`src/hdl/core_cfg.svh`:
```
`ifndef CORE_CFG_SVH
`define CORE_CFG_SVH

// Instruction and data word width
`define CORE_WORD_W 24

// Program address width
`define CORE_ADDR_W 8

// Instruction memory size in words
`define CORE_MEM_WORDS (1 << `CORE_ADDR_W)

// General register count
`define CORE_REG_CNT 16

// Instruction queue entries
`define CORE_QUEUE_DEPTH 4

`endif

```
`src/hdl/core_pkg.sv`:
```
`default_nettype none

`include "core_cfg.svh"

package core_pkg;

    typedef logic [`CORE_WORD_W-1:0] word_t;

    typedef logic [`CORE_ADDR_W-1:0] pc_t;

    typedef logic [$clog2(`CORE_REG_CNT)-1:0] reg_idx_t;

    // Opcode lives in bits 23..20 of the instruction
    typedef enum logic [3:0] {
        OP_NOP  = 4'd0,
        OP_MOVI = 4'd1,
        OP_ADD  = 4'd2,
        OP_SUB  = 4'd3,
        OP_AND  = 4'd4,
        OP_OR   = 4'd5,
        OP_XOR  = 4'd6,
        OP_BNZ  = 4'd7,
        OP_HALT = 4'd15
    } opcode_e;

    // One fetched instruction with the address it came from
    typedef struct packed {
        pc_t   pc;
        word_t instr;
    } fetch_item_t;

endpackage

`default_nettype wire

```
`src/hdl/instr_wb_if.sv`:
```
`default_nettype none

interface instr_wb_if
    import core_pkg::*;
();

    logic        cyc;
    logic        stb;
    logic        we;
    logic        ack;
    fetch_item_t dat_w;
    fetch_item_t dat_r;

    modport master (
        output cyc, stb, we, dat_w,
        input  ack, dat_r
    );

    modport slave (
        input  cyc, stb, we, dat_w,
        output ack, dat_r
    );

endinterface

`default_nettype wire

```
`src/hdl/instr_queue.sv`:
```
`default_nettype none

`include "core_cfg.svh"

module instr_queue
    import core_pkg::*;
#(
    parameter int DEPTH = `CORE_QUEUE_DEPTH
) (
    input  wire        iw_clk,
    input  wire        iw_rst,
    input  wire        flush,
    instr_wb_if.slave  push,
    instr_wb_if.slave  pop
);

    localparam int PTR_W = $clog2(DEPTH);
    localparam logic [PTR_W-1:0] PTR_ONE = 1;
    localparam logic [PTR_W:0]   CNT_ONE = 1;

    fetch_item_t      mem [DEPTH];
    fetch_item_t      pop_data;
    logic [PTR_W-1:0] wr_ptr;
    logic [PTR_W-1:0] rd_ptr;
    logic [PTR_W:0]   count;
    logic             push_ack;
    logic             pop_ack;
    logic             full;
    logic             empty;
    logic             push_fire;
    logic             pop_fire;

    // Count reaches DEPTH only with its top bit set
    assign full  = count[PTR_W];
    assign empty = (count == '0);

    // Registered acks; a raised ack blocks a repeat on the same strobe
    assign push_fire = push.cyc && push.stb && push.we && !push_ack && !full && !flush;
    assign pop_fire  = pop.cyc && pop.stb && !pop.we && !pop_ack && !empty && !flush;

    always_ff @(posedge iw_clk or posedge iw_rst) begin
        if (iw_rst) begin
            wr_ptr   <= '0;
            rd_ptr   <= '0;
            count    <= '0;
            push_ack <= 1'b0;
            pop_ack  <= 1'b0;
        end else if (flush) begin
            wr_ptr   <= '0;
            rd_ptr   <= '0;
            count    <= '0;
            push_ack <= 1'b0;
            pop_ack  <= 1'b0;
        end else begin
            push_ack <= push_fire;
            pop_ack  <= pop_fire;
            if (push_fire) begin
                wr_ptr <= wr_ptr + PTR_ONE;
            end
            if (pop_fire) begin
                rd_ptr <= rd_ptr + PTR_ONE;
            end
            case ({push_fire, pop_fire})
                2'b10:   count <= count + CNT_ONE;
                2'b01:   count <= count - CNT_ONE;
                default: count <= count;
            endcase
        end
    end

    always_ff @(posedge iw_clk) begin
        if (push_fire) begin
            mem[wr_ptr] <= push.dat_w;
        end
        if (pop_fire) begin
            pop_data <= mem[rd_ptr];
        end
    end

    assign push.ack   = push_ack;
    assign push.dat_r = '0;
    assign pop.ack    = pop_ack;
    assign pop.dat_r  = pop_data;

endmodule

`default_nettype wire

```
`src/flat_wrapper.sv`:
```
// flat-port wrapper written by rule: the top's interface ports become plain ports
module instr_queue_flat import core_pkg::*;
#(
    parameter int DEPTH = `CORE_QUEUE_DEPTH
)
  (iw_clk, iw_rst, flush, push_cyc, push_stb, push_we, push_dat_w, push_ack, push_dat_r, pop_cyc, pop_stb, pop_we, pop_dat_w, pop_ack, pop_dat_r);
  instr_wb_if push_i ();
  instr_wb_if pop_i ();
  input  wire iw_clk;
  input  wire iw_rst;
  input  wire flush;
  input wire logic [$bits(push_i.cyc)-1:0] push_cyc;
  input wire logic [$bits(push_i.stb)-1:0] push_stb;
  input wire logic [$bits(push_i.we)-1:0] push_we;
  input wire logic [$bits(push_i.dat_w)-1:0] push_dat_w;
  output wire logic [$bits(push_i.ack)-1:0] push_ack;
  output wire logic [$bits(push_i.dat_r)-1:0] push_dat_r;
  input wire logic [$bits(pop_i.cyc)-1:0] pop_cyc;
  input wire logic [$bits(pop_i.stb)-1:0] pop_stb;
  input wire logic [$bits(pop_i.we)-1:0] pop_we;
  input wire logic [$bits(pop_i.dat_w)-1:0] pop_dat_w;
  output wire logic [$bits(pop_i.ack)-1:0] pop_ack;
  output wire logic [$bits(pop_i.dat_r)-1:0] pop_dat_r;
  assign push_i.cyc = push_cyc;
  assign push_i.stb = push_stb;
  assign push_i.we = push_we;
  assign push_i.dat_w = push_dat_w;
  assign push_ack = push_i.ack;
  assign push_dat_r = push_i.dat_r;
  assign pop_i.cyc = pop_cyc;
  assign pop_i.stb = pop_stb;
  assign pop_i.we = pop_we;
  assign pop_i.dat_w = pop_dat_w;
  assign pop_ack = pop_i.ack;
  assign pop_dat_r = pop_i.dat_r;
  instr_queue #(.DEPTH(DEPTH)) u_core (.iw_clk(iw_clk), .iw_rst(iw_rst), .flush(flush), .push(push_i), .pop(pop_i));
endmodule
```
`config.mk`:
```
export PLATFORM = sky130hd
export DESIGN_NAME = instr_queue_flat
export DESIGN_NICKNAME = d
export VERILOG_FILES = /design/src/hdl/core_pkg.sv /design/src/hdl/instr_wb_if.sv /design/src/hdl/instr_queue.sv /design/src/flat_wrapper.sv
export VERILOG_INCLUDE_DIRS = /design/src /design/src/hdl
export SDC_FILE = /design/constraint.sdc
export NUM_CORES = 1
export LEC_CHECK = 0
export BUFFER_PORTS_ARGS = -buffer_cell sky130_fd_sc_hd__buf_2
export CORE_MARGIN = 5
export CORE_UTILIZATION = 54
export CTS_CLUSTER_SIZE = 12
export DETAILED_ROUTE_END_ITERATION = 10
export HOLD_SLACK_MARGIN = 0.06
export PLACE_DENSITY = 0.79
export SLEW_MARGIN = 10
export SYNTH_ARGS = -nofsm -noshare
export SYNTH_HDL_FRONTEND = slang
export SYNTH_SLANG_ARGS = --single-unit
export TNS_END_PERCENT = 10
```
`constraint.sdc`:
```
create_clock -name iw_clk -period 3.3 [get_ports iw_clk]
set_input_delay 0.165 -clock iw_clk [delete_from_list [all_inputs] [get_ports iw_clk]]
set_output_delay 0.165 -clock iw_clk [all_outputs]
set_load 0.05 [all_outputs]
```
==> run_results.csv <==
group,metric,value,unit
status,run_status,"finished clean",
detailed_routing,postRouteWirelength,10600,µm
detailed_routing,routed_via_density,5.23,
clock_tree,clockBufferDepth,2,
timing,setup_total_negative_slack,0,ns
place,hpwl_dp,6450,µm
yosys,ys_top_cells_by_area,"edfxtp_1 (76%), mux4_2 (11%), buf_4 (3.8%), dfrtp_1 (3.5%), ha_1 (0.79%)",
clock_tree,tritoncts,"built",
timing,finalCriticalPeriod,2.26,ns
yosys,yosys.area_share.adder,0.0110,
global_route,grt_first_pass_wirelength,16900,µm
worst_setup_path,reg2regPathDepth,5,
global_route,grt_overflow,0,
die,top_level_ports,139,
timing,final_number_of_max_transition_violations,0,
yosys,synth-xor-area-share,0.00551,
clock_tree,post_cts.repair.setup_buffers,0,
place,gp_congestion,0.735,
die,die_width,118,µm
die,initial_core_util,0.554,
yosys,yosys-mux-area-fraction,0.117,
place,placed_cells,499,
timing,final.setup_skew,0.0127,ns
worst_setup_path,cp.arrival,2.59,ns
timing,final-setup-viol-count,0,
worst_setup_path,critical_path.startpoint_type,"register",
die,core_area,11500,µm²
worst_setup_path,critical_path_class,"reg2reg",
yosys,avgSynthCellArea,22.3,µm²
job,drv_cap,0,
timing,timing.fmax,0.442,GHz
worst_setup_path,crit_required,3.63,ns
detailed_routing,drc_errors,0,
detailed_routing,firstDrtPassIters,4,
global_route,maximum_number_of_pins_on_one_net_before_global_route_repair,34,
clock_tree,cts_inserted_buffers,17,
timing,rsz0062_at_grt,"no",
clock_tree,cts_hold_buffers,34,
clock_tree,cts.repair.resized,0,
cells_and_area,drive_gt1_frac,0.355,
worst_setup_path,critPathCaptureType,"register",
die,die_y,118,µm
yosys,synth-seq-cells,169,
cells_and_area,area_growth_syn_to_layout,22.4,%
cells_and_area,final.fill_count,722,
clock_tree,clk_pin_slew,0.06,ns
timing,hold_viol_final,0,
yosys,yosysTopAreaCellShare,0.756,
detailed_routing,drtAntennaViolNets,0,
cells_and_area,design.final.nets,487,
yosys,cell_accounting_for_the_most_synthesized_area,"edfxtp_1",
yosys,synth_sequential_area_ratio,0.792,
worst_hold_path,hold_depth,3,
die,floorplan.die_area,14000,µm²
clock_tree,number_of_sinks_on_the_clock_net,169,
die,fp_rows,39,
pwr,power_leakage,0.00274,µW
worst_setup_path,worst-r2r-setup-slack,1.04,ns
clock_tree,clock_insertion_delay_worst_skew,0.41,ns
cells_and_area,num_antenna_cells,0,
pwr,pwr_density_cell,590,nW/µm²
yosys,synthesized_area_fraction_occupied_by_and_or_nand_nor_cells,0.0213,
timing,timing.slew.headroom,0.412,
cells_and_area,finish.cell_count_without_fillers,565,
worst_setup_path,cp_max_fo,7,
pwr,vdd_drop_max,0.000326,V
global_route,grt_pass1_vias,3143,
cells_and_area,area_of_the_multi_input_gates,1160,µm²
detailed_routing,wl_per_cell,18.7,µm
timing,worst_margin_slew,0.883,ns
detailed_routing,detail_route.iter0.violations,160,
timing,final.period_utilization,0.685,
yosys,post_synth_instance_area,6350,µm²
yosys,syn_inst,285,
detailed_routing,routed-via-count,2953,
clock_tree,clockRootBuffer,"clkbuf_16",
yosys,synth_compound_area_frac,0.00729,
yosys,post_synth_num_cell_types,31,
yosys,synthesis.yosys.warnings,0,
global_route,grt_usage,0.160,
clock_tree,htree_num_levels,4,
place,placement.io_buffers,74,
yosys,synth_top_family_by_area,"multiplexers",
worst_hold_path,hold_class,"in2reg",
global_route,antenna_found_initial,0,
cells_and_area,sequential_cell_area,5030,µm²
## per-layer routing
metal / global-route usage / up-vias / part of all wire
met5: 0 / - / 0
met4: 0.0666 / 0 / 0.014
met3: 0.0463 / 14 / 0.072
met2: 0.260 / 116 / 0.51
met1: 0.204 / 1495 / 0.40
li1: - / 1328 / -
## sequential cells by signal (all words and copies together), names as in the netlist
| name | count |
|---|---|
| u_core.mem | 128 |
| u_core.push.ack | 1 |
| u_core.count | 3 |
| u_core.rd_ptr | 2 |
| u_core.pop.dat_r | 32 |
| u_core.wr_ptr | 2 |
| u_core.pop.ack | 1 |
## cells in the mapped netlist, drive strengths merged
master,n
nor2b,1
a21oi,1
nand2,2
xor2,3
fa,1
nand4b,1
mux2,1
nor3,2
buf,37
o311ai,1
or2b,1
nor2,6
inv,3
edfxtp,160
or4,1
o21ai,1
a31oi,1
o31ai,1
xnor2,1
clkbuf,4
dfrtp,9
and4b,1
mux2i,1
mux4,32
nand2b,2
nand3,1
conb,1
and2,4
and4bb,1
ha,4
## layout make-up
cell class | count | share of cell area
tap | 143 | 0.0230
clock inverter | 2 | 0.00145
inverter | 3 | 0.00145
multi-input combinational | 103 | 0.149
sequential | 169 | 0.647
timing repair buffer | 115 | 0.0981
clock buffer | 30 | 0.0799
## path summary, 6_finish.rpt
path / from / endpoint
max: u_core.count[2] / u_core.count[2]
min: push_we / u_core.push.ack
max reg2reg: u_core.count[2] / u_core.count[2]
min reg2reg: u_core.wr_ptr[1] / u_core.wr_ptr[1]
max in group asynchronous: iw_rst / u_core.rd_ptr[1]
min in group asynchronous: iw_rst / u_core.push.ack
## worst max-delay path, cell delays in order (launching register included)
cell     delay [ns]
dfrtp_1        0.46
o31ai_4        0.47
nor3_1         0.13
fa_1           0.41
or4_1          0.52
a31oi_1        0.19
## layout by cell type, fill, tap and decap left out, types with 2 or more instances in the layout
cell	count
edfxtp_1	160
buf_2	74
dlygate4sd3_1	34
mux4_2	32
conb_1	32
clkbuf_16	23
buf_4	7
dfrtp_1	7
nor2_1	5
clkbuf_1	5
and2_2	4
ha_1	4
xor2_1	3
inv_1	3
nand2_1	2
nand2b_1	2
nor3_1	2
clkbuf_8	2
dfrtp_2	2
## cells by family after synthesis
group                      count (synthesis)
buffers and inverters                     44
xor gates and xnor gates                   4
AOI/OAI and AO/OA                          5
and+or+nand+nor                           23
DFF                                      169
muxes                                     34
adders and majority gates                  5
other                                      1
## report_power, final
part / switching (µW) / total (µW) / leakage (µW) / internal (µW)
registers: 9.26 / 2370 / 0.00156 / 2360
clock network: 738 / 2020 / 0.000312 / 1280
logic: 141 / 209 / 0.000866 / 68.5
total: 888 / 4590 / 0.00274 / 3700
## stage by stage
| stage | total power [µW] | util | setup WS, ns | instance area, µm² | hold slack (ns) |
|---|---|---|---|---|---|
| after CTS | 4620 | 0.678 | 1.02 | 7780 | 0.114 |
| after detailed placement | 2590 | 0.594 | 1.04 | 6810 | 0.145 |
| after global placement | 2580 | 0.594 | 1.11 | 6810 | 0.143 |
| after global routing | 4730 | 0.678 | 0.923 | 7780 | 0.129 |
| final | 4590 | 0.678 | 1.04 | 7780 | 0.124 |
| after floorplan | 2570 | - | 0.416 | 6470 | -0.00708 |
Note: power is estimated with default switching activity, not from simulation.
