==> config.mk <==
export PLATFORM = sky130hd
export DESIGN_NAME = exec_unit_flat
export DESIGN_NICKNAME = d
export VERILOG_FILES = /design/src/hdl/core_pkg.sv /design/src/hdl/instr_wb_if.sv /design/src/hdl/exec_unit.sv /design/src/hdl/reg_file.sv /design/src/flat_wrapper.sv
export VERILOG_INCLUDE_DIRS = /design/src /design/src/hdl
export SDC_FILE = /design/constraint.sdc
export NUM_CORES = 1
export LEC_CHECK = 0
export BUFFER_PORTS_ARGS = -buffer_cell sky130_fd_sc_hd__buf_2
export CAP_MARGIN = 20
export CORE_ASPECT_RATIO = 1.5
export CORE_MARGIN = 2
export CORE_UTILIZATION = 38
export CTS_CLUSTER_SIZE = 16
export DETAILED_ROUTE_END_ITERATION = 8
export GPL_TIMING_DRIVEN = 1
export PLACE_DENSITY = 0.55
export SKIP_LAST_GASP = 1
export SLEW_MARGIN = 0
export SYNTH_ARGS = -nofsm -noshare
export SYNTH_HDL_FRONTEND = slang
export SYNTH_HIERARCHICAL = 1
export SYNTH_SLANG_ARGS = --single-unit
export TNS_END_PERCENT = 1
==> constraint.sdc <==
create_clock -name iw_clk -period 18 [get_ports iw_clk]
set_input_delay 3.6 -clock iw_clk [delete_from_list [all_inputs] [get_ports iw_clk]]
set_output_delay 3.6 -clock iw_clk [all_outputs]
set_load 0.01 [all_outputs]
==> src/hdl/core_cfg.svh <==
`ifndef CORE_CFG_SVH
`define CORE_CFG_SVH

// Instruction and data word width
`define CORE_WORD_W 24

// Program address width
`define CORE_ADDR_W 8

// Instruction memory size in words
`define CORE_MEM_WORDS (1 << `CORE_ADDR_W)

// General register count
`define CORE_REG_CNT 16

// Instruction queue entries
`define CORE_QUEUE_DEPTH 4

`endif

==> src/hdl/core_pkg.sv <==
`default_nettype none

`include "core_cfg.svh"

package core_pkg;

    typedef logic [`CORE_WORD_W-1:0] word_t;

    typedef logic [`CORE_ADDR_W-1:0] pc_t;

    typedef logic [$clog2(`CORE_REG_CNT)-1:0] reg_idx_t;

    // Opcode lives in bits 23..20 of the instruction
    typedef enum logic [3:0] {
        OP_NOP  = 4'd0,
        OP_MOVI = 4'd1,
        OP_ADD  = 4'd2,
        OP_SUB  = 4'd3,
        OP_AND  = 4'd4,
        OP_OR   = 4'd5,
        OP_XOR  = 4'd6,
        OP_BNZ  = 4'd7,
        OP_HALT = 4'd15
    } opcode_e;

    // One fetched instruction with the address it came from
    typedef struct packed {
        pc_t   pc;
        word_t instr;
    } fetch_item_t;

endpackage

`default_nettype wire

==> src/hdl/instr_wb_if.sv <==
`default_nettype none

interface instr_wb_if
    import core_pkg::*;
();

    logic        cyc;
    logic        stb;
    logic        we;
    logic        ack;
    fetch_item_t dat_w;
    fetch_item_t dat_r;

    modport master (
        output cyc, stb, we, dat_w,
        input  ack, dat_r
    );

    modport slave (
        input  cyc, stb, we, dat_w,
        output ack, dat_r
    );

endinterface

`default_nettype wire

==> src/hdl/exec_unit.sv <==
`default_nettype none

module exec_unit
    import core_pkg::*;
(
    input  wire        iw_clk,
    input  wire        iw_rst,
    instr_wb_if.master pop,
    output logic       redirect_valid,
    output pc_t        redirect_pc,
    output logic       retire_valid,
    output reg_idx_t   retire_reg,
    output word_t      retire_data,
    output logic       halted
);

    word_t    instr;
    opcode_e  op;
    reg_idx_t rd;
    reg_idx_t rs;
    reg_idx_t rt;
    word_t    src_a;
    word_t    src_b;
    word_t    result;
    logic     take;
    logic     writes;
    logic     branch;
    logic     halt_now;
    logic     stb_q;

    assign take  = pop.cyc && pop.stb && pop.ack;
    assign instr = pop.dat_r.instr;
    assign op    = opcode_e'(instr[23:20]);
    assign rd    = instr[19:16];
    assign rs    = instr[15:12];
    assign rt    = instr[11:8];

    reg_file reg_file_inst (
        .iw_clk   (iw_clk),
        .iw_rst   (iw_rst),
        .rd_idx_a (rs),
        .rd_idx_b (rt),
        .rd_data_a(src_a),
        .rd_data_b(src_b),
        .wr_idx   (rd),
        .wr_en    (take && writes),
        .wr_data  (result)
    );

    // Unlisted opcodes fall to the default and do nothing
    always_comb begin
        result   = '0;
        writes   = 1'b0;
        branch   = 1'b0;
        halt_now = 1'b0;
        case (op)
            OP_MOVI: begin
                result = word_t'(instr[11:0]);
                writes = 1'b1;
            end
            OP_ADD: begin
                result = src_a + src_b;
                writes = 1'b1;
            end
            OP_SUB: begin
                result = src_a - src_b;
                writes = 1'b1;
            end
            OP_AND: begin
                result = src_a & src_b;
                writes = 1'b1;
            end
            OP_OR: begin
                result = src_a | src_b;
                writes = 1'b1;
            end
            OP_XOR: begin
                result = src_a ^ src_b;
                writes = 1'b1;
            end
            // BNZ tests rs
            OP_BNZ:  branch = (src_a != '0);
            OP_HALT: halt_now = 1'b1;
            default: ;
        endcase
    end

    // Request stays up; the queue acks every other cycle at most
    always_ff @(posedge iw_clk or posedge iw_rst) begin
        if (iw_rst) begin
            stb_q          <= 1'b0;
            retire_valid   <= 1'b0;
            redirect_valid <= 1'b0;
            halted         <= 1'b0;
        end else begin
            stb_q          <= !(halted || (take && halt_now));
            retire_valid   <= take && writes;
            redirect_valid <= take && branch;
            if (take && halt_now) begin
                halted <= 1'b1;
            end
        end
    end

    always_ff @(posedge iw_clk) begin
        if (take && writes) begin
            retire_reg  <= rd;
            retire_data <= result;
        end
        if (take && branch) begin
            redirect_pc <= pc_t'(instr[7:0]);
        end
    end

    assign pop.cyc   = stb_q;
    assign pop.stb   = stb_q;
    assign pop.we    = 1'b0;
    assign pop.dat_w = '0;

endmodule

`default_nettype wire

==> src/hdl/reg_file.sv <==
`default_nettype none

`include "core_cfg.svh"

module reg_file
    import core_pkg::*;
(
    input  wire           iw_clk,
    input  wire           iw_rst,
    input  wire reg_idx_t rd_idx_a,
    input  wire reg_idx_t rd_idx_b,
    output word_t         rd_data_a,
    output word_t         rd_data_b,
    input  wire reg_idx_t wr_idx,
    input  wire           wr_en,
    input  wire word_t    wr_data
);

    word_t regs [`CORE_REG_CNT];

    always_ff @(posedge iw_clk or posedge iw_rst) begin
        if (iw_rst) begin
            for (int i = 0; i < `CORE_REG_CNT; i++) begin
                regs[i] <= '0;
            end
        end else if (wr_en) begin
            regs[wr_idx] <= wr_data;
        end
    end

    // Combinational reads see a write one cycle after it is issued
    assign rd_data_a = regs[rd_idx_a];
    assign rd_data_b = regs[rd_idx_b];

endmodule

`default_nettype wire

==> src/flat_wrapper.sv <==
// flat-port wrapper written by rule: the top's interface ports become plain ports
module exec_unit_flat import core_pkg::*;
  (iw_clk, iw_rst, redirect_valid, redirect_pc, retire_valid, retire_reg, retire_data, halted, pop_cyc, pop_stb, pop_we, pop_dat_w, pop_ack, pop_dat_r);
  instr_wb_if pop_i ();
  input  wire iw_clk;
  input  wire iw_rst;
  output logic redirect_valid;
  output pc_t redirect_pc;
  output logic retire_valid;
  output reg_idx_t retire_reg;
  output word_t retire_data;
  output logic halted;
  output wire logic [$bits(pop_i.cyc)-1:0] pop_cyc;
  output wire logic [$bits(pop_i.stb)-1:0] pop_stb;
  output wire logic [$bits(pop_i.we)-1:0] pop_we;
  output wire logic [$bits(pop_i.dat_w)-1:0] pop_dat_w;
  input wire logic [$bits(pop_i.ack)-1:0] pop_ack;
  input wire logic [$bits(pop_i.dat_r)-1:0] pop_dat_r;
  assign pop_cyc = pop_i.cyc;
  assign pop_stb = pop_i.stb;
  assign pop_we = pop_i.we;
  assign pop_dat_w = pop_i.dat_w;
  assign pop_i.ack = pop_ack;
  assign pop_i.dat_r = pop_dat_r;
  exec_unit u_core (.iw_clk(iw_clk), .iw_rst(iw_rst), .pop(pop_i), .redirect_valid(redirect_valid), .redirect_pc(redirect_pc), .retire_valid(retire_valid), .retire_reg(retire_reg), .retire_data(retire_data), .halted(halted));
endmodule
==> impl_metrics.yaml, run 1 <==
timing:
  finalCritPeriodShare: 0.563
  hold_viol: 0
  min_period_ps: 10130
  setup_viol: 0
  skew_ps: 30.5
  worstMarginPinSlew_ps: 1040
  max_clock_freq_mhz: 98.7
  fin_setup_tns_ps: 0
  slew_viol_final: 0
  slew_headroom: 0.308
  rsz0062_at_grt: "false"
final_layout:
  num_antenna_cells: 0
  num-fill-cells: 6045
  largest_reg_flops: 384
  post_route_cells_drive_above_1_share: 0.415
  area_growth_pct: 11.2
  top_regs: "u_core/reg_file_inst/regs: 384 flops, u_core/retire_data: 24 flops, u_core/redirect_pc: 8 flops"
  finalNetCount: 1988
  regMostFlops: "u_core/reg_file_inst/regs"
floorplan:
  die_w_um: 213
  dieArea_um2: 67600
  pin_count: 109
  initial_utilization: 0.382
  core_area_um2: 65200
  die_h_um: 318
  fp-row-count: 115
logic_synthesis:
  syn_area_um2: 24900
  yosysMostFrequentCell: "dfrtp_1"
  avgSynthCellArea_um2: 13.4
  seq_area_frac_synth: 0.433
  yosys.area.top_type: "dfrtp_1"
  ys_top_cells_by_count: "dfrtp_1 (388), mux2_2 (339), mux4_2 (192)"
  synth_edf_count: 36
  ys_ff_latch: 424
  synth.distinct_cells: 69
  yosysWarningCount: 6
  synthArstFlopShare: 0.915
  synth_cells: 1853
  yosys.area.top_type_share: 0.390
  ys.flop_type: "dfrtp_1"
  synth.area.top_cells: "dfrtp_1 (39%), mux4_2 (17%), mux2_2 (15%)"
drt:
  antenna_left: 0
  first_iter_violations: 1184
  met3_wirelength_um: 3870
  drc: 0
  dr_wl_met2_um: 38200
  post_drt_via_cell_ratio: 5.87
  routedWlPerCell_um: 27.0
  drt_first_pass_iters: 5
  top_layer: "met5"
  drt_wl_total_um: 75500
  wl_met1_um: 30300
  num_vias: 16400
cts:
  cts_buffers: 45
  clkSlewWorstSetupHoldPaths_ps: 70
  clock_path_buffers: 3
  clock_sinks: 424
  cts_resized: 0
  cts_root_buf: "clkbuf_16"
  cts_hold_buf: 0
  tritoncts: "built"
  clk_latency_ps: 590
  postCtsSetupBuffers: 0
  h-tree-depth: 2
run:
  cap_violations: 0
power_and_ir_drop:
  p_leak_nw: 12.5
  p_per_area_nw_per_um2: 111
  p_total_mw: 3.08
  ir_drop_v: 0.0000617
run_status:
  status: "completed"
global_routing:
  grt_overflow: 0
  grt_max_degree: 167
  grt_pass1_vias: 17500
  antenna_found_initial: 2
  grt_pass1_wl_um: 112000
  grt_usage: 0.225
critical_path:
  required_ps: 18460
  path_cells: "buf_6 > buf_4 > mux4_2 > a22oi_1 > nand2_1 > nor4_1 > nand3_1 > nand2_1 > xnor2_1 > ha_1 > a21o_1 > or4_1 > o21ai_1 > nor4_1 > mux2i_1 > nand3_1 > mux2_2"
  cpMaxStageDelayCell: "nor4_1"
  reg2reg_slack_ps: 11960
  crit_fanout: 41
  path_delay_family: "simple AND/OR/NAND/NOR gates"
  end_kind: "flop"
  arrival_ps: 10590
  worst-path-buf-inv: 2
  cpPeakStageDelay_ps: 870
  crit_type: "primary input to flop"
  critical_path.startpoint_type: "primary input"
placement:
  io_buffer_count: 67
  place.gp.congestion: 0.988
  dp_hpwl_um: 47000
worst_hold_path:
  hold_path_class: "flop to flop"
cells in the final DEF (no fill, tap or decap), types with 7 or more instances in the layout:
cell / n
nor3_1: 7
dfrtp_1: 388
mux2_1: 25
xor2_1: 10
conb_1: 33
o21ai_0: 14
mux2_2: 339
o22ai_1: 9
buf_2: 63
nand2_1: 85
buf_4: 65
a211oi_1: 19
clkinv_2: 9
mux4_2: 192
nand4_1: 9
clkbuf_1: 12
mux2_4: 20
clkbuf_16: 45
nand3_1: 17
ha_1: 73
a31oi_1: 10
nor4_1: 12
edfxtp_1: 36
a21o_1: 7
o221ai_1: 8
xnor2_1: 31
a21oi_1: 50
nor2_1: 50
a22oi_1: 96
inv_1: 54
metrics by stage:
step / util / cells / hold slack, ps / instance area [um^2] / worst slack [ps]
3_3_place_gp: 0.400 / 2699 / 419 / 26100 / 7010
6_report: 0.425 / 2792 / 437 / 27700 / 7870
5_1_grt: 0.425 / 2792 / 463 / 27700 / 7440
2_1_floorplan: - / 1885 / 476 / 25000 / 3730
3_5_place_dp: 0.401 / 2703 / 434 / 26100 / 6950
4_1_cts: 0.424 / 2786 / 442 / 27600 / 7530
cell type report:
cell class / instances / area (um^2) / area share
inverter: 56 / 218 / 0.00786
sequential: 424 / 10800 / 0.390
clock inverter: 21 / 254 / 0.00917
clock buffer: 62 / 1240 / 0.0448
tap: 877 / 1100 / 0.0396
multi-input combinational: 1217 / 13200 / 0.476
timing repair buffer: 135 / 916 / 0.0331
metal layers:
layer | global-route usage | vias up
li1 | - | 7041
met1 | 0.287 | 8689
met2 | 0.386 | 500
met3 | 0.0253 | 168
met4 | 0.0898 | 4
met5 | 0 | -
kinds of logic after synthesis:
logic type | synth area share
other | 0.000151
buffers and inverters | 0.0469
AO/OA/AOI/OAI | 0.0684
flip-flops | 0.433
adder cells (fa/ha/maj) | 0.0375
AND/OR/NAND/NOR | 0.0479
multiplexers | 0.351
XOR/XNOR | 0.0144
worst paths after layout:
check,start,end,cells after the start
setup / recovery,pop_dat_r[8],u_core/reg_file_inst/regs[333],17
hold / removal,u_core/halted,u_core/pop.cyc,1
setup reg to reg,u_core/reg_file_inst/regs[298],u_core/reg_file_inst/regs[333],15
hold reg to reg,u_core/halted,u_core/pop.cyc,1
max in group asynchronous,iw_rst,u_core/reg_file_inst/regs[154],3
min in group asynchronous,iw_rst,u_core/redirect_valid,2
report_power, final:
group          leakage (nW)  internal (mW)  switching [mW]  total (mW)
sequential             5.69           1.07          0.0716        1.15
combinational          6.05          0.412           0.557       0.968
clock                 0.733          0.557           0.410       0.967
total                  12.5           2.04            1.04        3.08
(Power assumes the default switching activity.)
==> run 2, diff against run 1 <==
PLACE_DENSITY = 0.57   (was 0.55)
clock period = 9.2 ns   (was 18 ns; I/O delays follow)
==> run 2 against run 1 <==
  * Non-clock buffer count fell by 3
  * Die area did not move
  * Critical path depth rose by 1
  * Wire length fell by 2.2%
  * Cell count fell by 0.36%
  * Power rose by 93%
  * Largest power group unchanged
  * Via count rose by 1.1%
  * Hold slack improved by 21 ps
  * Clock power rose by 89%
  * First-iteration DRC count rose by 7.5%
  * Count of clock-buffer cells in the layout fell by 4
==> impl_metrics.yaml, run 2 (synthesis gave the netlist of run 1 again) <==
run_status:
  status: "completed"
cts:
  tritoncts: "built"
  cts_root_buf: "clkbuf_16"
  cts_hold_buf: 0
  clkSlewWorstSetupHoldPaths_ps: 60
  clock_sinks: 424
  h-tree-depth: 2
  cts_resized: 0
  cts_buffers: 44
  clock_path_buffers: 3
  postCtsSetupBuffers: 0
  clk_latency_ps: 600
drt:
  drt_first_pass_iters: 8
  routedWlPerCell_um: 26.5
  post_drt_via_cell_ratio: 5.96
  antenna_left: 0
  first_iter_violations: 1273
  drc: 0
  num_vias: 16600
  drt_wl_total_um: 73900
timing:
  min_period_ps: 7550
  fin_setup_tns_ps: 0
  finalCritPeriodShare: 0.821
  hold_viol: 0
  skew_ps: 23.8
  hold_ws_ps: 458
  slew_viol_final: 0
  max_clock_freq_mhz: 132
  slew_headroom: 0.203
  worstMarginPinSlew_ps: 1190
  rsz0062_at_grt: "false"
  setup_viol: 0
global_routing:
  grt_pass1_vias: 17400
  grt_pass1_wl_um: 111000
  grt_overflow: 0
  antenna_found_initial: 2
  grt_max_degree: 185
  grt_usage: 0.221
final_layout:
  largest_reg_flops: 384
  regMostFlops: "u_core/reg_file_inst/regs"
  layout_common_cells: "dfrtp_1 (388), mux2_2 (339), mux4_2 (192)"
  final_area_um2: 27600
  final_common_cell: "dfrtp_1"
  area_growth_pct: 11.0
  post_route_cells_drive_above_1_share: 0.416
  finalNetCount: 1984
  num_antenna_cells: 0
  top_regs: "u_core/reg_file_inst/regs: 384 flops, u_core/retire_data: 24 flops, u_core/redirect_pc: 8 flops"
placement:
  placed_area_um2: 26200
  dp_hpwl_um: 45700
  io_buffer_count: 67
  place.gp.congestion: 0.957
power_and_ir_drop:
  p_total_mw: 5.96
  p_per_area_nw_per_um2: 216
  p_leak_nw: 12.4
  ir_drop_v: 0.000130
critical_path:
  worst-path-buf-inv: 2
  path_delay_family: "simple AND/OR/NAND/NOR gates"
  cpPeakStageDelay_ps: 810
  reg2reg_slack_ps: 3210
  end_kind: "flop"
  arrival_ps: 8010
  path_cells: "buf_6 > mux4_2 > a22oi_1 > nand2_1 > inv_1 > ha_1 > nand2_1 > nor4_1 > nand3_1 > nor2_1 > a21oi_1 > xnor2_1 > ha_1 > nand4_1 > nor4_1 > mux2i_1 > nand3_1 > mux2_2"
  required_ps: 9660
  critical_path.startpoint_type: "primary input"
  crit_type: "primary input to flop"
  cpMaxStageDelayCell: "nor4_1"
  crit_fanout: 46
floorplan:
  initial_utilization: 0.382
  core_area_um2: 65200
  fp-row-count: 115
  dieArea_um2: 67600
  die_h_um: 318
  die_w_um: 213
  pin_count: 109
run:
  cap_violations: 0
worst_hold_path:
  hold_path_class: "flop to flop"
## run 2: final timing paths
| path | start | end | depth (start not counted) |
|---|---|---|---|
| max | pop_dat_r[8] | u_core/reg_file_inst/regs[357] | 18 |
| min | u_core/halted | u_core/pop.cyc | 1 |
| max reg2reg | u_core/reg_file_inst/regs[121] | u_core/reg_file_inst/regs[357] | 17 |
| min reg2reg | u_core/halted | u_core/pop.cyc | 1 |
| max in group asynchronous | iw_rst | u_core/reg_file_inst/regs[382] | 3 |
| min in group asynchronous | iw_rst | u_core/redirect_valid | 2 |
## run 2: routing by layer
metal / share of wire / vias to the layer above / track usage
met1: 0.41 / 8862 / 0.283
li1: - / 7030 / -
met4: 0.038 / 4 / 0.0803
met2: 0.50 / 545 / 0.380
met5: 0.00031 / - / 0
met3: 0.051 / 147 / 0.0295
## run 2: cell type report
type                            instances  area, um^2
Sequential cell                       424       10800
Timing Repair Buffer                  132         903
Tap cell                              877        1100
Fill cell                            5984       37500
Inverter                               56         214
Clock inverter                         18         178
Clock buffer                           58        1260
Multi-Input combinational cell       1217       13200
## run 2: power breakdown
group	switching, mW	internal [mW]
combinational	1.08	0.805
clock	0.780	1.05
sequential	0.140	2.10
total	2.00	3.96
## run 2: through the flow
stage	utilization	instances	worst slack, ps
floorplan	-	1885	1710
global placement	0.401	2703	1140
detailed placement	0.402	2704	1070
CTS	0.424	2780	1690
global route	0.424	2782	1220
finish	0.424	2782	1650
