### src/hdl/core_cfg.svh
`ifndef CORE_CFG_SVH
`define CORE_CFG_SVH

// Instruction and data word width
`define CORE_WORD_W 24

// Program address width
`define CORE_ADDR_W 8

// Instruction memory size in words
`define CORE_MEM_WORDS (1 << `CORE_ADDR_W)

// General register count
`define CORE_REG_CNT 16

// Instruction queue entries
`define CORE_QUEUE_DEPTH 4

`endif

### src/hdl/core_pkg.sv
`default_nettype none

`include "core_cfg.svh"

package core_pkg;

    typedef logic [`CORE_WORD_W-1:0] word_t;

    typedef logic [`CORE_ADDR_W-1:0] pc_t;

    typedef logic [$clog2(`CORE_REG_CNT)-1:0] reg_idx_t;

    // Opcode lives in bits 23..20 of the instruction
    typedef enum logic [3:0] {
        OP_NOP  = 4'd0,
        OP_MOVI = 4'd1,
        OP_ADD  = 4'd2,
        OP_SUB  = 4'd3,
        OP_AND  = 4'd4,
        OP_OR   = 4'd5,
        OP_XOR  = 4'd6,
        OP_BNZ  = 4'd7,
        OP_HALT = 4'd15
    } opcode_e;

    // One fetched instruction with the address it came from
    typedef struct packed {
        pc_t   pc;
        word_t instr;
    } fetch_item_t;

endpackage

`default_nettype wire

### src/hdl/instr_wb_if.sv
`default_nettype none

interface instr_wb_if
    import core_pkg::*;
();

    logic        cyc;
    logic        stb;
    logic        we;
    logic        ack;
    fetch_item_t dat_w;
    fetch_item_t dat_r;

    modport master (
        output cyc, stb, we, dat_w,
        input  ack, dat_r
    );

    modport slave (
        input  cyc, stb, we, dat_w,
        output ack, dat_r
    );

endinterface

`default_nettype wire

### src/hdl/fetch_unit.sv
`default_nettype none

module fetch_unit
    import core_pkg::*;
(
    input  wire          iw_clk,
    input  wire          iw_rst,
    input  wire          run,
    input  wire          redirect_valid,
    input  wire pc_t     redirect_pc,
    output pc_t          rd_addr,
    input  wire word_t   rd_data,
    instr_wb_if.master   push
);

    typedef enum logic [1:0] {
        S_READ,
        S_DATA,
        S_PUSH
    } state_t;

    state_t      state;
    pc_t         pc;
    pc_t         pc_inc;
    logic        stb_q;
    logic        push_done;
    fetch_item_t item;

    assign pc_inc    = pc + pc_t'(1);
    assign push_done = (state == S_PUSH) && push.ack;

    // The ack cycle doubles as the read of the next word
    assign rd_addr = (push_done && run) ? pc_inc : pc;

    always_ff @(posedge iw_clk or posedge iw_rst) begin
        if (iw_rst) begin
            state <= S_READ;
            pc    <= '0;
            stb_q <= 1'b0;
        end else if (redirect_valid) begin
            // Drop the held item and restart at the target
            state <= S_READ;
            pc    <= redirect_pc;
            stb_q <= 1'b0;
        end else begin
            case (state)
                S_READ: begin
                    if (run) begin
                        state <= S_DATA;
                    end
                end
                S_DATA: begin
                    state <= S_PUSH;
                    stb_q <= 1'b1;
                end
                S_PUSH: begin
                    if (push.ack) begin
                        stb_q <= 1'b0;
                        pc    <= pc_inc;
                        state <= run ? S_DATA : S_READ;
                    end
                end
                default: state <= S_READ;
            endcase
        end
    end

    always_ff @(posedge iw_clk) begin
        if (state == S_DATA) begin
            item.pc    <= pc;
            item.instr <= rd_data;
        end
    end

    assign push.cyc   = stb_q;
    assign push.stb   = stb_q;
    assign push.we    = 1'b1;
    assign push.dat_w = item;

endmodule

`default_nettype wire

### src/flat_wrapper.sv
// flat-port wrapper written by rule: the top's interface ports become plain ports
module fetch_unit_flat import core_pkg::*;
  (iw_clk, iw_rst, run, redirect_valid, redirect_pc, rd_addr, rd_data, push_cyc, push_stb, push_we, push_dat_w, push_ack, push_dat_r);
  instr_wb_if push_i ();
  input  wire iw_clk;
  input  wire iw_rst;
  input  wire run;
  input  wire redirect_valid;
  input  wire pc_t redirect_pc;
  output pc_t rd_addr;
  input  wire word_t rd_data;
  output wire logic [$bits(push_i.cyc)-1:0] push_cyc;
  output wire logic [$bits(push_i.stb)-1:0] push_stb;
  output wire logic [$bits(push_i.we)-1:0] push_we;
  output wire logic [$bits(push_i.dat_w)-1:0] push_dat_w;
  input wire logic [$bits(push_i.ack)-1:0] push_ack;
  input wire logic [$bits(push_i.dat_r)-1:0] push_dat_r;
  assign push_cyc = push_i.cyc;
  assign push_stb = push_i.stb;
  assign push_we = push_i.we;
  assign push_dat_w = push_i.dat_w;
  assign push_i.ack = push_ack;
  assign push_i.dat_r = push_dat_r;
  fetch_unit u_core (.iw_clk(iw_clk), .iw_rst(iw_rst), .run(run), .redirect_valid(redirect_valid), .redirect_pc(redirect_pc), .rd_addr(rd_addr), .rd_data(rd_data), .push(push_i));
endmodule
### config.mk
export PLATFORM = sky130hd
export DESIGN_NAME = fetch_unit_flat
export DESIGN_NICKNAME = d
export VERILOG_FILES = /design/src/hdl/core_pkg.sv /design/src/hdl/instr_wb_if.sv /design/src/hdl/fetch_unit.sv /design/src/flat_wrapper.sv
export VERILOG_INCLUDE_DIRS = /design/src /design/src/hdl
export SDC_FILE = /design/constraint.sdc
export NUM_CORES = 1
export LEC_CHECK = 0
export BUFFER_PORTS_ARGS = -buffer_cell sky130_fd_sc_hd__buf_4
export CORE_UTILIZATION = 41
export DETAILED_ROUTE_END_ITERATION = 7
export GPL_ROUTABILITY_DRIVEN = 0
export PLACE_DENSITY = 0.79
export SLEW_MARGIN = 20
export SYNTH_ARGS = -nofsm -noshare
export SYNTH_HDL_FRONTEND = slang
export SYNTH_SLANG_ARGS = --single-unit
### constraint.sdc
create_clock -name iw_clk -period 3.25 [get_ports iw_clk]
set_input_delay 0.4875 -clock iw_clk [delete_from_list [all_inputs] [get_ports iw_clk]]
set_output_delay 0.4875 -clock iw_clk [all_outputs]
set_load 0.02 [all_outputs]
==> results of run 1 <==
[logic make-up after synthesis]
kind of cell / share of synthesized area [%]
XOR/XNOR: 4.74
flip-flops: 74.4
adder cells (fa/ha/maj): 0.753
buffers and inverters: 2.11
AND/OR/NAND/NOR: 11.9
multiplexers: 1.28
other: 0.226
AO/OA/AOI/OAI: 4.59
[sequential cells by signal, indices dropped and copies added (netlist names)]
signal             count
u_core.push.dat_w     32
u_core.push.cyc        1
u_core.state           2
u_core.pc              8
[layout make-up]
class	instances	area [sq um]	area share, %
inverters	3	11.3	0.469
multi-input cells	61	398	16.6
clock inverters	3	43.8	1.82
well taps	48	60.1	2.50
repair buffers	78	586	24.4
flip-flops and latches	43	1240	51.4
clock buffers	5	68.8	2.86
[critical path, delay by kind of cell, from the launching register on]
kind / cells / cell delay [ps]
buf+inv: 1 / 160
xor+xnor: 1 / 190
flops: 1 / 430
simple gates: 2 / 860
[power by group through the flow]
stage	Clock, uW	Combinational, uW	Sequential, uW
final	403	170	651
after global placement	0	167	661
after detailed placement	0	171	662
after floorplan	0	60.1	682
after CTS	415	172	650
after global routing	437	184	654
[routing by layer]
metal  up-vias  share of wire (%)  routed length (um)
met4         0               0.50                  17
met5         -                  0                   0
met1       540                 42                1430
met3         2                9.0                 304
li1        573                  -                   -
met2        65                 48                1620
[cells in the final DEF (no fill, tap or decap), drive strengths merged]
cell type,n
clkinv,2
bufinv,1
nor2b,2
nor3,3
nand4b,2
nand3b,1
inv,3
buf,78
nor2,9
edfxtp,32
xnor2,1
dfrtp,11
ha,1
xor2,8
nor4b,1
nand2,7
clkbuf,5
nor3b,1
o21ai,3
mux2,1
a31oi,3
nand3,4
or4,5
a21oi,1
mux2i,1
nand4,1
o31ai,3
conb,1
o211ai,2
[per-stage QoR]
stage | instance area [sq um] | setup slack [ps] | total power (uW) | hold slack (ps)
global route | 2400 | 638 | 1280 | 230
detailed placement | 2290 | 1120 | 834 | 516
CTS | 2400 | 788 | 1240 | 198
floorplan | 1660 | 896 | 742 | 340
finish | 2400 | 819 | 1220 | 187
global placement | 2290 | 1170 | 828 | 488
[worst paths after layout]
path                       cells past startpoint                     to       startpoint
max in group asynchronous                      2           u_core.pc[1]           iw_rst
min in group iw_clk                            1  u_core.push.dat_w[22]      rd_data[22]
min reg2reg                                    1        u_core.state[0]  u_core.state[0]
min                                            2           u_core.pc[6]           iw_rst
max                                            4             rd_addr[7]  u_core.state[0]
max reg2reg                                    3           u_core.pc[7]  u_core.state[0]
==> metrics list, run 1 <==
- The run finished with clean final reports.
- After technology mapping, the gate count stands at 111.
* Initial detailed-routing violation count: 75
* Ant. Diodes: 0
* Required arrival time at the worst endpoint: 2760 ps
- In this run the register-to-register setup slack is ~1400 ps.
- After detailed routing, the number of remaining DRC violations is 0.
- The worst setup path is launched from a register.
- In the final layout, the share of cells above drive strength 1 is between 40 and 50%.
- For met1 alone, demand over resource in global routing was approximately 22%.
- Worst-path clk slew: roughly 80 ps
- The setup path with the least slack is of type register to output pin.
- TritonCTS built the clock tree.
- Height of the chip: 65.7 um
- Global-route wire length before repair: around 5400 um
* Standard cell with the maximum stage delay on the critical path: nand4b_1
* Dpl hpwl: about 2500 um
- The share of the Yosys chip area taken by registers is 74.4%.
- In this run, CTS created clock tree buffers numbering 5.
* Static leakage: slightly above 0.001 uW
- In this run the tightest slew margin relative to its limit is 40.3%.
- Once layout is complete, the utilization of the core stands at 63.7%.
- Ranked by total cell area, the synthesized netlist is headed by edfxtp_1 (58%), dfrtp_1 (17%), xor2_1 (4.2%).
- Clock network power share: 32.9%
- CTS root buffer: clkbuf_8
- The worst path uses 74.8% of the clock period.
* Met3 capacity usage during global routing: 6.08%
- When the netlist entered floorplanning its net count stood at 181.
- For this run, asynchronously set or reset flops after synthesis account for 25.6%.
- In the post-synthesis netlist, the cell with the most instances is edfxtp_1.
* Hold buffer count at CTS: 0
- Buffers inserted during post-CTS setup optimization: 0
- STA classifies the critical path endpoint as an output pin.
* Detailed-route wire length per cell: 14.0 um
- Number of max-capacitance violations reported: 0
- Compared with the post-synthesis result, the final layout area differs by 44.7%.
* Cell type with the highest aggregate area in the netlist: edfxtp_1
- Final cell count without fillers: 241
* Dpl cells: 233
* Cell Chain, Critical Path: nand4b_1, nor3_1, xor2_1, buf_4
- Timing-limited maximum frequency: 0.411 GHz
- The worst hold path belongs to the class input pin to async pin.
- For the worst setup path, the data arrival time is 1940 ps.
- Number of enable flip-flop cells after synthesis: 32
* Unrepaired setup endpoints after global routing: no
- For this block, the routed nets add up to 3370 um of wire.
* Delay of the slowest cell on the worst path: 460 ps
* Avg Vias per Cell: 4.90
- Die Wd: 65.7 um
- Sequential share of power: 53.2%
- The first detailed-routing pass ran for 4 iterations.
- In this run the tool buffered the top-level ports with slightly below 80 buffer cells.
- Top_reg_cell synth: edfxtp_1
* Number of clock sinks: 43
- Global routing used 27.2% of the available met2 tracks.
* Skew-Pair Late Insertion Delay: 290 ps
- After global routing, the most crowded layer is met2.
- Setup violations remaining at the end of the flow were counted as 0.
* FF+latch count, synth: 43
- The clock tree synthesis step divided the H-tree into 2 levels.
- Final net count: 262
- Post-cts gate resize count: 0
* GRT Residual Overflow: 0
- Maximum buffer depth of the clock tree: 2
- After filler insertion, the fill cell instance count of the layout stands at 283.
- The number of global-route vias before repair came to 1144.
- Entering global routing, the biggest net connects 35 pins.
* Total number of vias: 1180
- After layout, the minimum clock period comes to 2430 ps.
- Along the worst path, the maximum fanout reaches 8.
* Avg Inst Size Synth: around 15 sq um
- Transition time of the tightest slew-check pin: between 800 and 900 ps
* Internal power summed over all cells: 936 uW
- On the final layout, the worst clock skew is 9.07 ps.
* Max-slew violation count: 0
* Antenna-violating nets left: 0
- The initial utilization of the core area, before any placement, comes to 44.1%.
- Setup Total Neg Slack: 0 ps
- Most used standard cells in the synthesized netlist: edfxtp_1 (32), dfrtp_1 (11), nor2_1 (9), xor2_1 (8), nand2_1 (7)
- The floorplan step defined a die boundary enclosing roughly 4300 sq um.
* Core region area: 3770 sq um
* Count of warnings emitted by yosys: 0
- I/O pins: 112
- In this run the biggest area consumer among cell types represents about 58% of the synthesized area.
- The count of endpoints failing hold in the final timing report was 0.
- Worst vdd ir: 0.282 mV
- In this run switching power makes up 23.5% of total power.
* Switching power summed over all nets: 287 uW
- Cell Rows: 22
- Netlist cell types: 29
* Number of antenna violations at the first check in global routing: 0
- The synthesized netlist occupies a cell area of 1660 sq um.
* Combinational share of power: 13.9%
- Tot GR Track Use: 17.1%
* Power density over cell area: slightly above 500 nW/um^2
Power figures use the tool's default switching activity.
==> run 2: changes to the inputs <==
==> constraint.sdc (replaced) <==
create_clock -name iw_clk -period 2.25 [get_ports iw_clk]
set_input_delay 0.3375 -clock iw_clk [delete_from_list [all_inputs] [get_ports iw_clk]]
set_output_delay 0.3375 -clock iw_clk [all_outputs]
set_load 0.02 [all_outputs]
==> run 2 against run 1 <==
  * Die area unchanged
  * Utilization increased by 0.37 points
  * Clock power increased by 8.4%
  * Critical path depth unchanged
  * Non-clock buffer count increased by 4
  * Register-to-register slack got worse by 1000 ps
  * Global-route usage increased by 0.19 points
  * Combinational power increased by 49%
  * Sequential power increased by 44%
  * Routed wire length increased by 4.5%
  * Clock-buffer cell count unchanged
==> metrics list, run 2 (synthesis results as in run 1) <==
* Met1 usage in global routing: 20.8% (-1.2 points)
- CTS root buffer: clkbuf_8
* Maximum buffer depth of the clock tree: 2 (unchanged)
- The initial antenna violation count was 0 (unchanged).
- Die area: 4310 sq um (unchanged)
- Dpl cells: 234 (+0.43%)
- I/O pins: 112 (unchanged)
* Cell Rows: 22 (unchanged)
- The flip-flop count of the largest register, all copies and words added was 32 (unchanged).
* Share of post-route cells with drive strength above 1: 47.4% (+1.3 points)
* Overall Power: 1630 uW (+33%)
- The setup total negative slack was 0 ps (unchanged).
- Via count of the first global-routing pass: 1181 (+3.2%)
* Ant. Diodes: 0 (unchanged)
- Min setup slack post-route: 107 ps (-712 ps)
* Share of the clock period used by the worst path: 95.3%
- Placed cell area: 2310 sq um (+0.87%)
- The biggest cell delay along the critical path was 430 ps (-30 ps).
- Height of the chip: 65.7 um (unchanged)
- The cell leakage power is 0.00102 uW (+0.33%).
- Tot GR Track Use: 17.3% (+0.19 points)
* Final setup vio count: 0 (unchanged)
- Initial detailed-routing violation count: 68 (-9.3%)
* Maximum level of the CTS H-tree: 2 (unchanged)
- Avg Vias per Cell: 5.00 (+2.1%)
- The number of buffers inserted during clock tree synthesis came to 5 (unchanged).
- The number of max-slew violations in the final report came to 0 (unchanged).
* Timing-limited maximum frequency: 0.467 GHz
- Tracing the worst setup path back leads to its startpoint at u_core.state[0].
* Hold buffer count at CTS: 0 (unchanged)
- Syn-to-layout area delta: 45.5%
- Skew-Pair Late Insertion Delay: 290 ps (about the same)
- The worst setup slack after placement came to 307 ps (-817 ps).
- The number of iterations in the first detailed-routing pass is 4 (unchanged).
* Run status: finished clean
* Cell Chain, Critical Path: nand4b_1, nor3_1, xor2_1, buf_4
* Remaining DRCs: 0 (unchanged)
- The top fanout value on the critical path came to 6 (-2).
* Transition time of the tightest slew-check pin: 546 ps (-348 ps)
- GRT Residual Overflow: 0 (unchanged)
* Clock skew after layout: 9.75 ps (+0.678 ps)
- The effective utilization at floorplan came to 44.1% (unchanged).
* Core region area: 3770 sq um (unchanged)
- Final cell count without fillers: 244 (+1.2%)
- The startpoint identified for the worst register-to-register timing path is u_core.state[0].
- Antenna-violating nets left: 0 (unchanged)
* Most used routing layer in global routing: met2
- The required time at the endpoint of the critical path came to 1910 ps (-850 ps).
- The clock period could shrink to 2140 ps.
- Kind of start point of the critical path: register
* Met2 track demand over resource in global routing: 30.2% (+3.1 points)
* Number of clock sinks: 43 (unchanged)
- The count of endpoints failing hold in the final timing report came to 0 (unchanged).
* Power density over cell area: 675 nW/um^2 (+33%)
* Total number of vias: 1220 (+3.4%)
- Final Cell Area: 2420 sq um (+0.57%)
- Critical path endpoint category: output pin
* Count of input and output buffers: 78 (unchanged)
- Dpl hpwl: 2650 um (+6.8%)
* Tightest slew margin relative to the limit: 63.5% (+23 points)
* Worst vdd ir: 0.309 mV (+9.5%)
- Die Wd: 65.7 um (unchanged)
- The maximum number of pins on one net before global-route repair was 19 (-46%).
- Worst-path clk slew: 80 ps (about the same)
- In this run the worst hold path is classified as input pin to async pin.
- The first-pass GRT wire length is 5450 um (+1.7%).
- The number of max-cap violations came to 0 (unchanged).
- The routed length per placed instance was 14.4 um (+3.2%).
- Highest-count cells in the layout ignoring fill and taps: buf_4 (81), edfxtp_1 (32), dfrtp_1 (10), nor2_1 (9), xor2_1 (8)
- TritonCTS built the clock tree.
- The number of fill cells was 304 (+7.4%).
- Leaving out fill and tap cells, the most frequent cell in the layout is buf_4.
- The count of nets after finishing is 266 (+1.5%).
- The total wirelength of the detailed-routed design was 3520 um (+4.5%).
- The arrival time at the worst endpoint was 1810 ps (-130 ps).
* Unrepaired setup endpoints after global routing: no
- Standard cell with the maximum stage delay on the critical path: dfrtp_1
- The register area was 1240 sq um (+0.10%).
- Met3 capacity usage during global routing: 3.65% (-2.4 points)
- The critical path is of the register to output pin type.
- The area taken by multi-input logic gates was 403 sq um (+1.3%).
==> run 2: cell types whose count changed in the layout (fill, tap and decap cells not counted), sizes merged <==
cell / delta
buf: +4
bufinv: -1
==> run 2: final timing paths <==
check,endpoint,slack [ps],cells past startpoint
min reg2reg,u_core.state[0],540,1
max in group asynchronous,u_core.pc[0],1870,2
min,u_core.pc[7],50,2
max,rd_addr[7],110,4
max reg2reg,u_core.pc[7],430,3
min in group iw_clk,u_core.push.dat_w[12],220,1
==> run 2: per-layer routing <==
metal / share of wire, % / vias up
li1: - / 579
met1: 42 / 562
met2: 48 / 72
met3: 8.0 / 7
met4: 1.6 / 0
met5: 0 / -
==> run 2: what timing repair did <==
| item | CTS | global route |
|---|---|---|
| endpoints found under the setup margin | 1 | 2 |
| buffers inserted | 3 | 0 |
| resized for setup | 0 | 2 |
==> run 2: cell type report <==
class | count | area share [%]
well taps | 48 | 2.48
repair buffers | 82 | 26.0
flip-flops and latches | 43 | 51.2
clock inverters | 2 | 0.362
multi-input cells | 61 | 16.7
clock buffers | 5 | 2.85
inverters | 3 | 0.466
==> run 2: power breakdown <==
part	internal, uW	total [uW]	switching [uW]
clock	206	437	231
combinational	122	254	132
sequential	906	940	34.4
total	1230	1630	398
==> run 2: through the flow <==
stage | util [%] | hold slack (ps)
final | 64.1 | 45.7
after global routing | 64.1 | 71.3
after CTS | 63.9 | 59.8
after detailed placement | 61.3 | 368
after global placement | 61.3 | 360
after floorplan | - | 190
==> run 2: critical path: cells and delay by family, from the launching register on <==
family,cells,cell delay (ps)
flip-flops,1,430
buffers and inverters,1,170
XOR/XNOR,1,220
AND/OR/NAND/NOR,2,680
==> run 3: changes to the inputs <==
==> constraint.sdc (replaced) <==
create_clock -name iw_clk -period 2.25 [get_ports iw_clk]
set_input_delay 0 -clock iw_clk [delete_from_list [all_inputs] [get_ports iw_clk]]
set_output_delay 0 -clock iw_clk [all_outputs]
set_load 0.02 [all_outputs]
==> run 3 against run 2 <==
  * Clock power barely moved
  * Via count rose by 9.4%
  * Register-to-register slack barely moved
  * Sequential power barely moved
  * Critical path type unchanged
  * Critical endpoint unchanged
  * Largest power group unchanged
  * Highest routed layer unchanged
==> metrics list, run 3 (synthesis results as in run 1) <==
- The fraction of layout cells with a size suffix above 1 was 38.6% (-8.9 points).
- The horizontal die dimension came to 65.7 um (unchanged).
* Hold buffer count at CTS: 35 (+35)
- Internal power summed over all cells: 1270 uW (+3.1%)
- The number of antenna cells inserted was 0 (unchanged).
* Worst-path clk slew: 80 ps (about the same)
- I/O pins: 112 (unchanged)
- The post-detailed-route count of antenna-violating nets is 0 (unchanged).
- Transition time of the tightest slew-check pin: 547 ps (+0.872 ps)
- The overall via count from detail_route is 1335 (+9.4%).
* Buffers inserted during post-CTS setup optimization: 0 (-3)
- Number of clock sinks: 43 (unchanged)
- Avg Vias per Cell: 4.84 (-3.3%)
* Setup Total Neg Slack: 0 ps (unchanged)
* Clock network power share: 26.0% (-0.8 points)
- Final Routed Wirelength: 4160 um (+18%)
* Kind of start point of the critical path: register
* Min cycle time layout: 1960 ps (-188 ps)
- The number of cells upsized or downsized after cts is 0 (unchanged).
- The number of max-slew violations in the final report came to 0 (unchanged).
- The overall overflow remaining after global route was 0 (unchanged).
* Startpoint-to-endpoint class of the critical path: register to output pin
* Delay of the slowest cell on the worst path: 440 ps (about the same)
- The worst-skew pair later-pin latency came to 290 ps (about the same).
- The library cell used most frequently in the layout, excluding fill and tap cells, is buf_4.
- The required time at the endpoint of the critical path is 2250 ps (+340 ps).
- The cell sitting at the root of the clock tree is a clkbuf_8.
* Remaining DRCs: 0 (unchanged)
* Worst vdd ir: 0.331 mV (+7.2%)
* Startpoint of the worst setup timing path: u_core.state[0]
* Final net count: 298 (+12%)
- From synthesis to final layout, the design area changed by 64.8%.
- The power density normalized to cell area came to 615 nW/um^2 (-9.0%).
- Height of the chip: 65.7 um (unchanged)
- The number of fill cells was 256 (-16%).
* Initial DRT Pass Iterations: 5 (+1)
- The area enclosed by the die boundary is 4310 sq um (unchanged).
- Share of the clock period used by the worst path: 86.9% (-8.4 points)
- Startpoint of the most critical register-to-register path: u_core.state[0]
- The number of buffers added on ports is 78 (unchanged).
- The final number of setup-violating endpoints was 0 (unchanged).
- The effective utilization at floorplan is 44.1% (unchanged).
- Global-route wire length before repair: 6370 um (+17%)
* Top delay family on crit path: simple AND/OR/NAND/NOR gates
- The setup skew after layout came to 7.49 ps (-2.26 ps).
- Static leakage: 0.00115 uW (+13%)
- Cell Rows: 22 (unchanged)
- Via count of the first global-routing pass: 1322 (+12%)
- Number of antenna violations at the first check in global routing: 0 (unchanged)
- Standard cell with the maximum stage delay on the critical path: nand4b_1
- Combinational share of power: 18.1% (+2.5 points)
* Min-delay src: push_ack
- The detailed router's first-iteration violation count was 43 (-37%).
* Largest net degree at the start of global routing: 19 (unchanged)
* Max reg flops: 32 (unchanged)
- Maximum buffer depth of the clock tree: 2 (unchanged)
* Timing-limited maximum frequency: 0.511 GHz (+9.6%)
- Tot GR Track Use: 20.7% (+3.4 points)
* Number of buffers created by CTS: 5 (unchanged)
* Highest-count cells in the layout ignoring fill and taps: buf_4 (78), dlygate4sd3_1 (35), edfxtp_1 (32), dfrtp_1 (11), nor2_1 (9)
* Tightest slew margin relative to the limit: 63.4% (about the same)
* Core Util, Final: 72.6% (+8.5 points)
- Dpl hpwl: 2650 um (unchanged)
- The routed length per placed instance was 15.1 um (+4.3%).
- The count of buffer and inverter cells on the critical path came to 1 (unchanged).
- Run status: finished clean
* Sw Ratio: 24.4% (+0.040 points)
* Clock tree from TritonCTS: done
- The arrival time at the worst endpoint is 1960 ps (+150 ps).
* Cell Chain, Critical Path: nand4b_1, nor3_1, xor2_1, buf_4
- Switching power summed over all nets: 411 uW (+3.3%)
- The top fanout value on the critical path came to 8 (+2).
* Unrepaired setup endpoints after global routing: no
* Core region area: 3770 sq um (unchanged)
- The path class of the tightest hold or removal check is input pin to register.
- Critical path endpoint category: output pin
- Sequential share of power: 55.9% (-1.7 points)
- The count of endpoints failing hold in the final timing report came to 0 (unchanged).
- The maximum level of the CTS H-tree came to 2 (unchanged).
* Number of max-capacitance violations reported: 0 (unchanged)
run 3: worst reg2reg max path: stages (launching register included):
cell      delay [ps]
dfrtp_1          430
nand3b_1         490
or4_1            610
a31oi_1          210
run 3: metrics by stage:
| step | total power, uW | worst slack (ps) | std cells | cell area (sq um) | hold WS (ps) |
|---|---|---|---|---|---|
| after floorplan | 1070 | 529 | 111 | 1660 | -148 |
| after global placement | 1200 | 559 | 234 | 2310 | 22.2 |
| after detailed placement | 1210 | 472 | 234 | 2310 | 30.6 |
| after CTS | 1700 | 308 | 276 | 2740 | 10.9 |
| after global routing | 1750 | 130 | 276 | 2740 | 35.1 |
| final | 1680 | 295 | 276 | 2740 | 21.8 |
run 3: layout make-up:
cell class	instances	area [sq um]	area share, %
multi-input cells	61	398	14.5
well taps	48	60.1	2.19
repair buffers	114	956	34.9
clock inverters	2	8.76	0.320
clock buffers	5	68.8	2.51
inverters	3	11.3	0.411
flip-flops and latches	43	1240	45.1
run 3: metal layers:
layer	vias to the layer above	part of all wire, %	GRT usage (%)
li1	644	-	-
met1	606	40	23.5
met3	11	6.7	3.99
met5	-	0	0
met2	74	50	37.8
met4	0	3.0	7.88
run 3: final timing paths:
| check | end | slack, ps | cells after the start |
|---|---|---|---|
| worst max-delay path | rd_addr[7] | 290 | 4 |
| worst min-delay path | u_core.state[1] | 20 | 4 |
| worst max register to register | u_core.pc[7] | 430 | 3 |
| worst min register to register | u_core.state[0] | 540 | 1 |
| max in group asynchronous | u_core.pc[0] | 1670 | 3 |
| min in group asynchronous | u_core.pc[7] | 280 | 3 |
run 3: power by group through the flow:
stage / clock network, uW / logic [uW] / registers (uW)
after CTS: 454 / 304 / 940
final: 438 / 305 / 940
after global routing: 478 / 326 / 946
after global placement: 0 / 247 / 954
after floorplan: 0 / 87.0 / 985
after detailed placement: 0 / 254 / 956
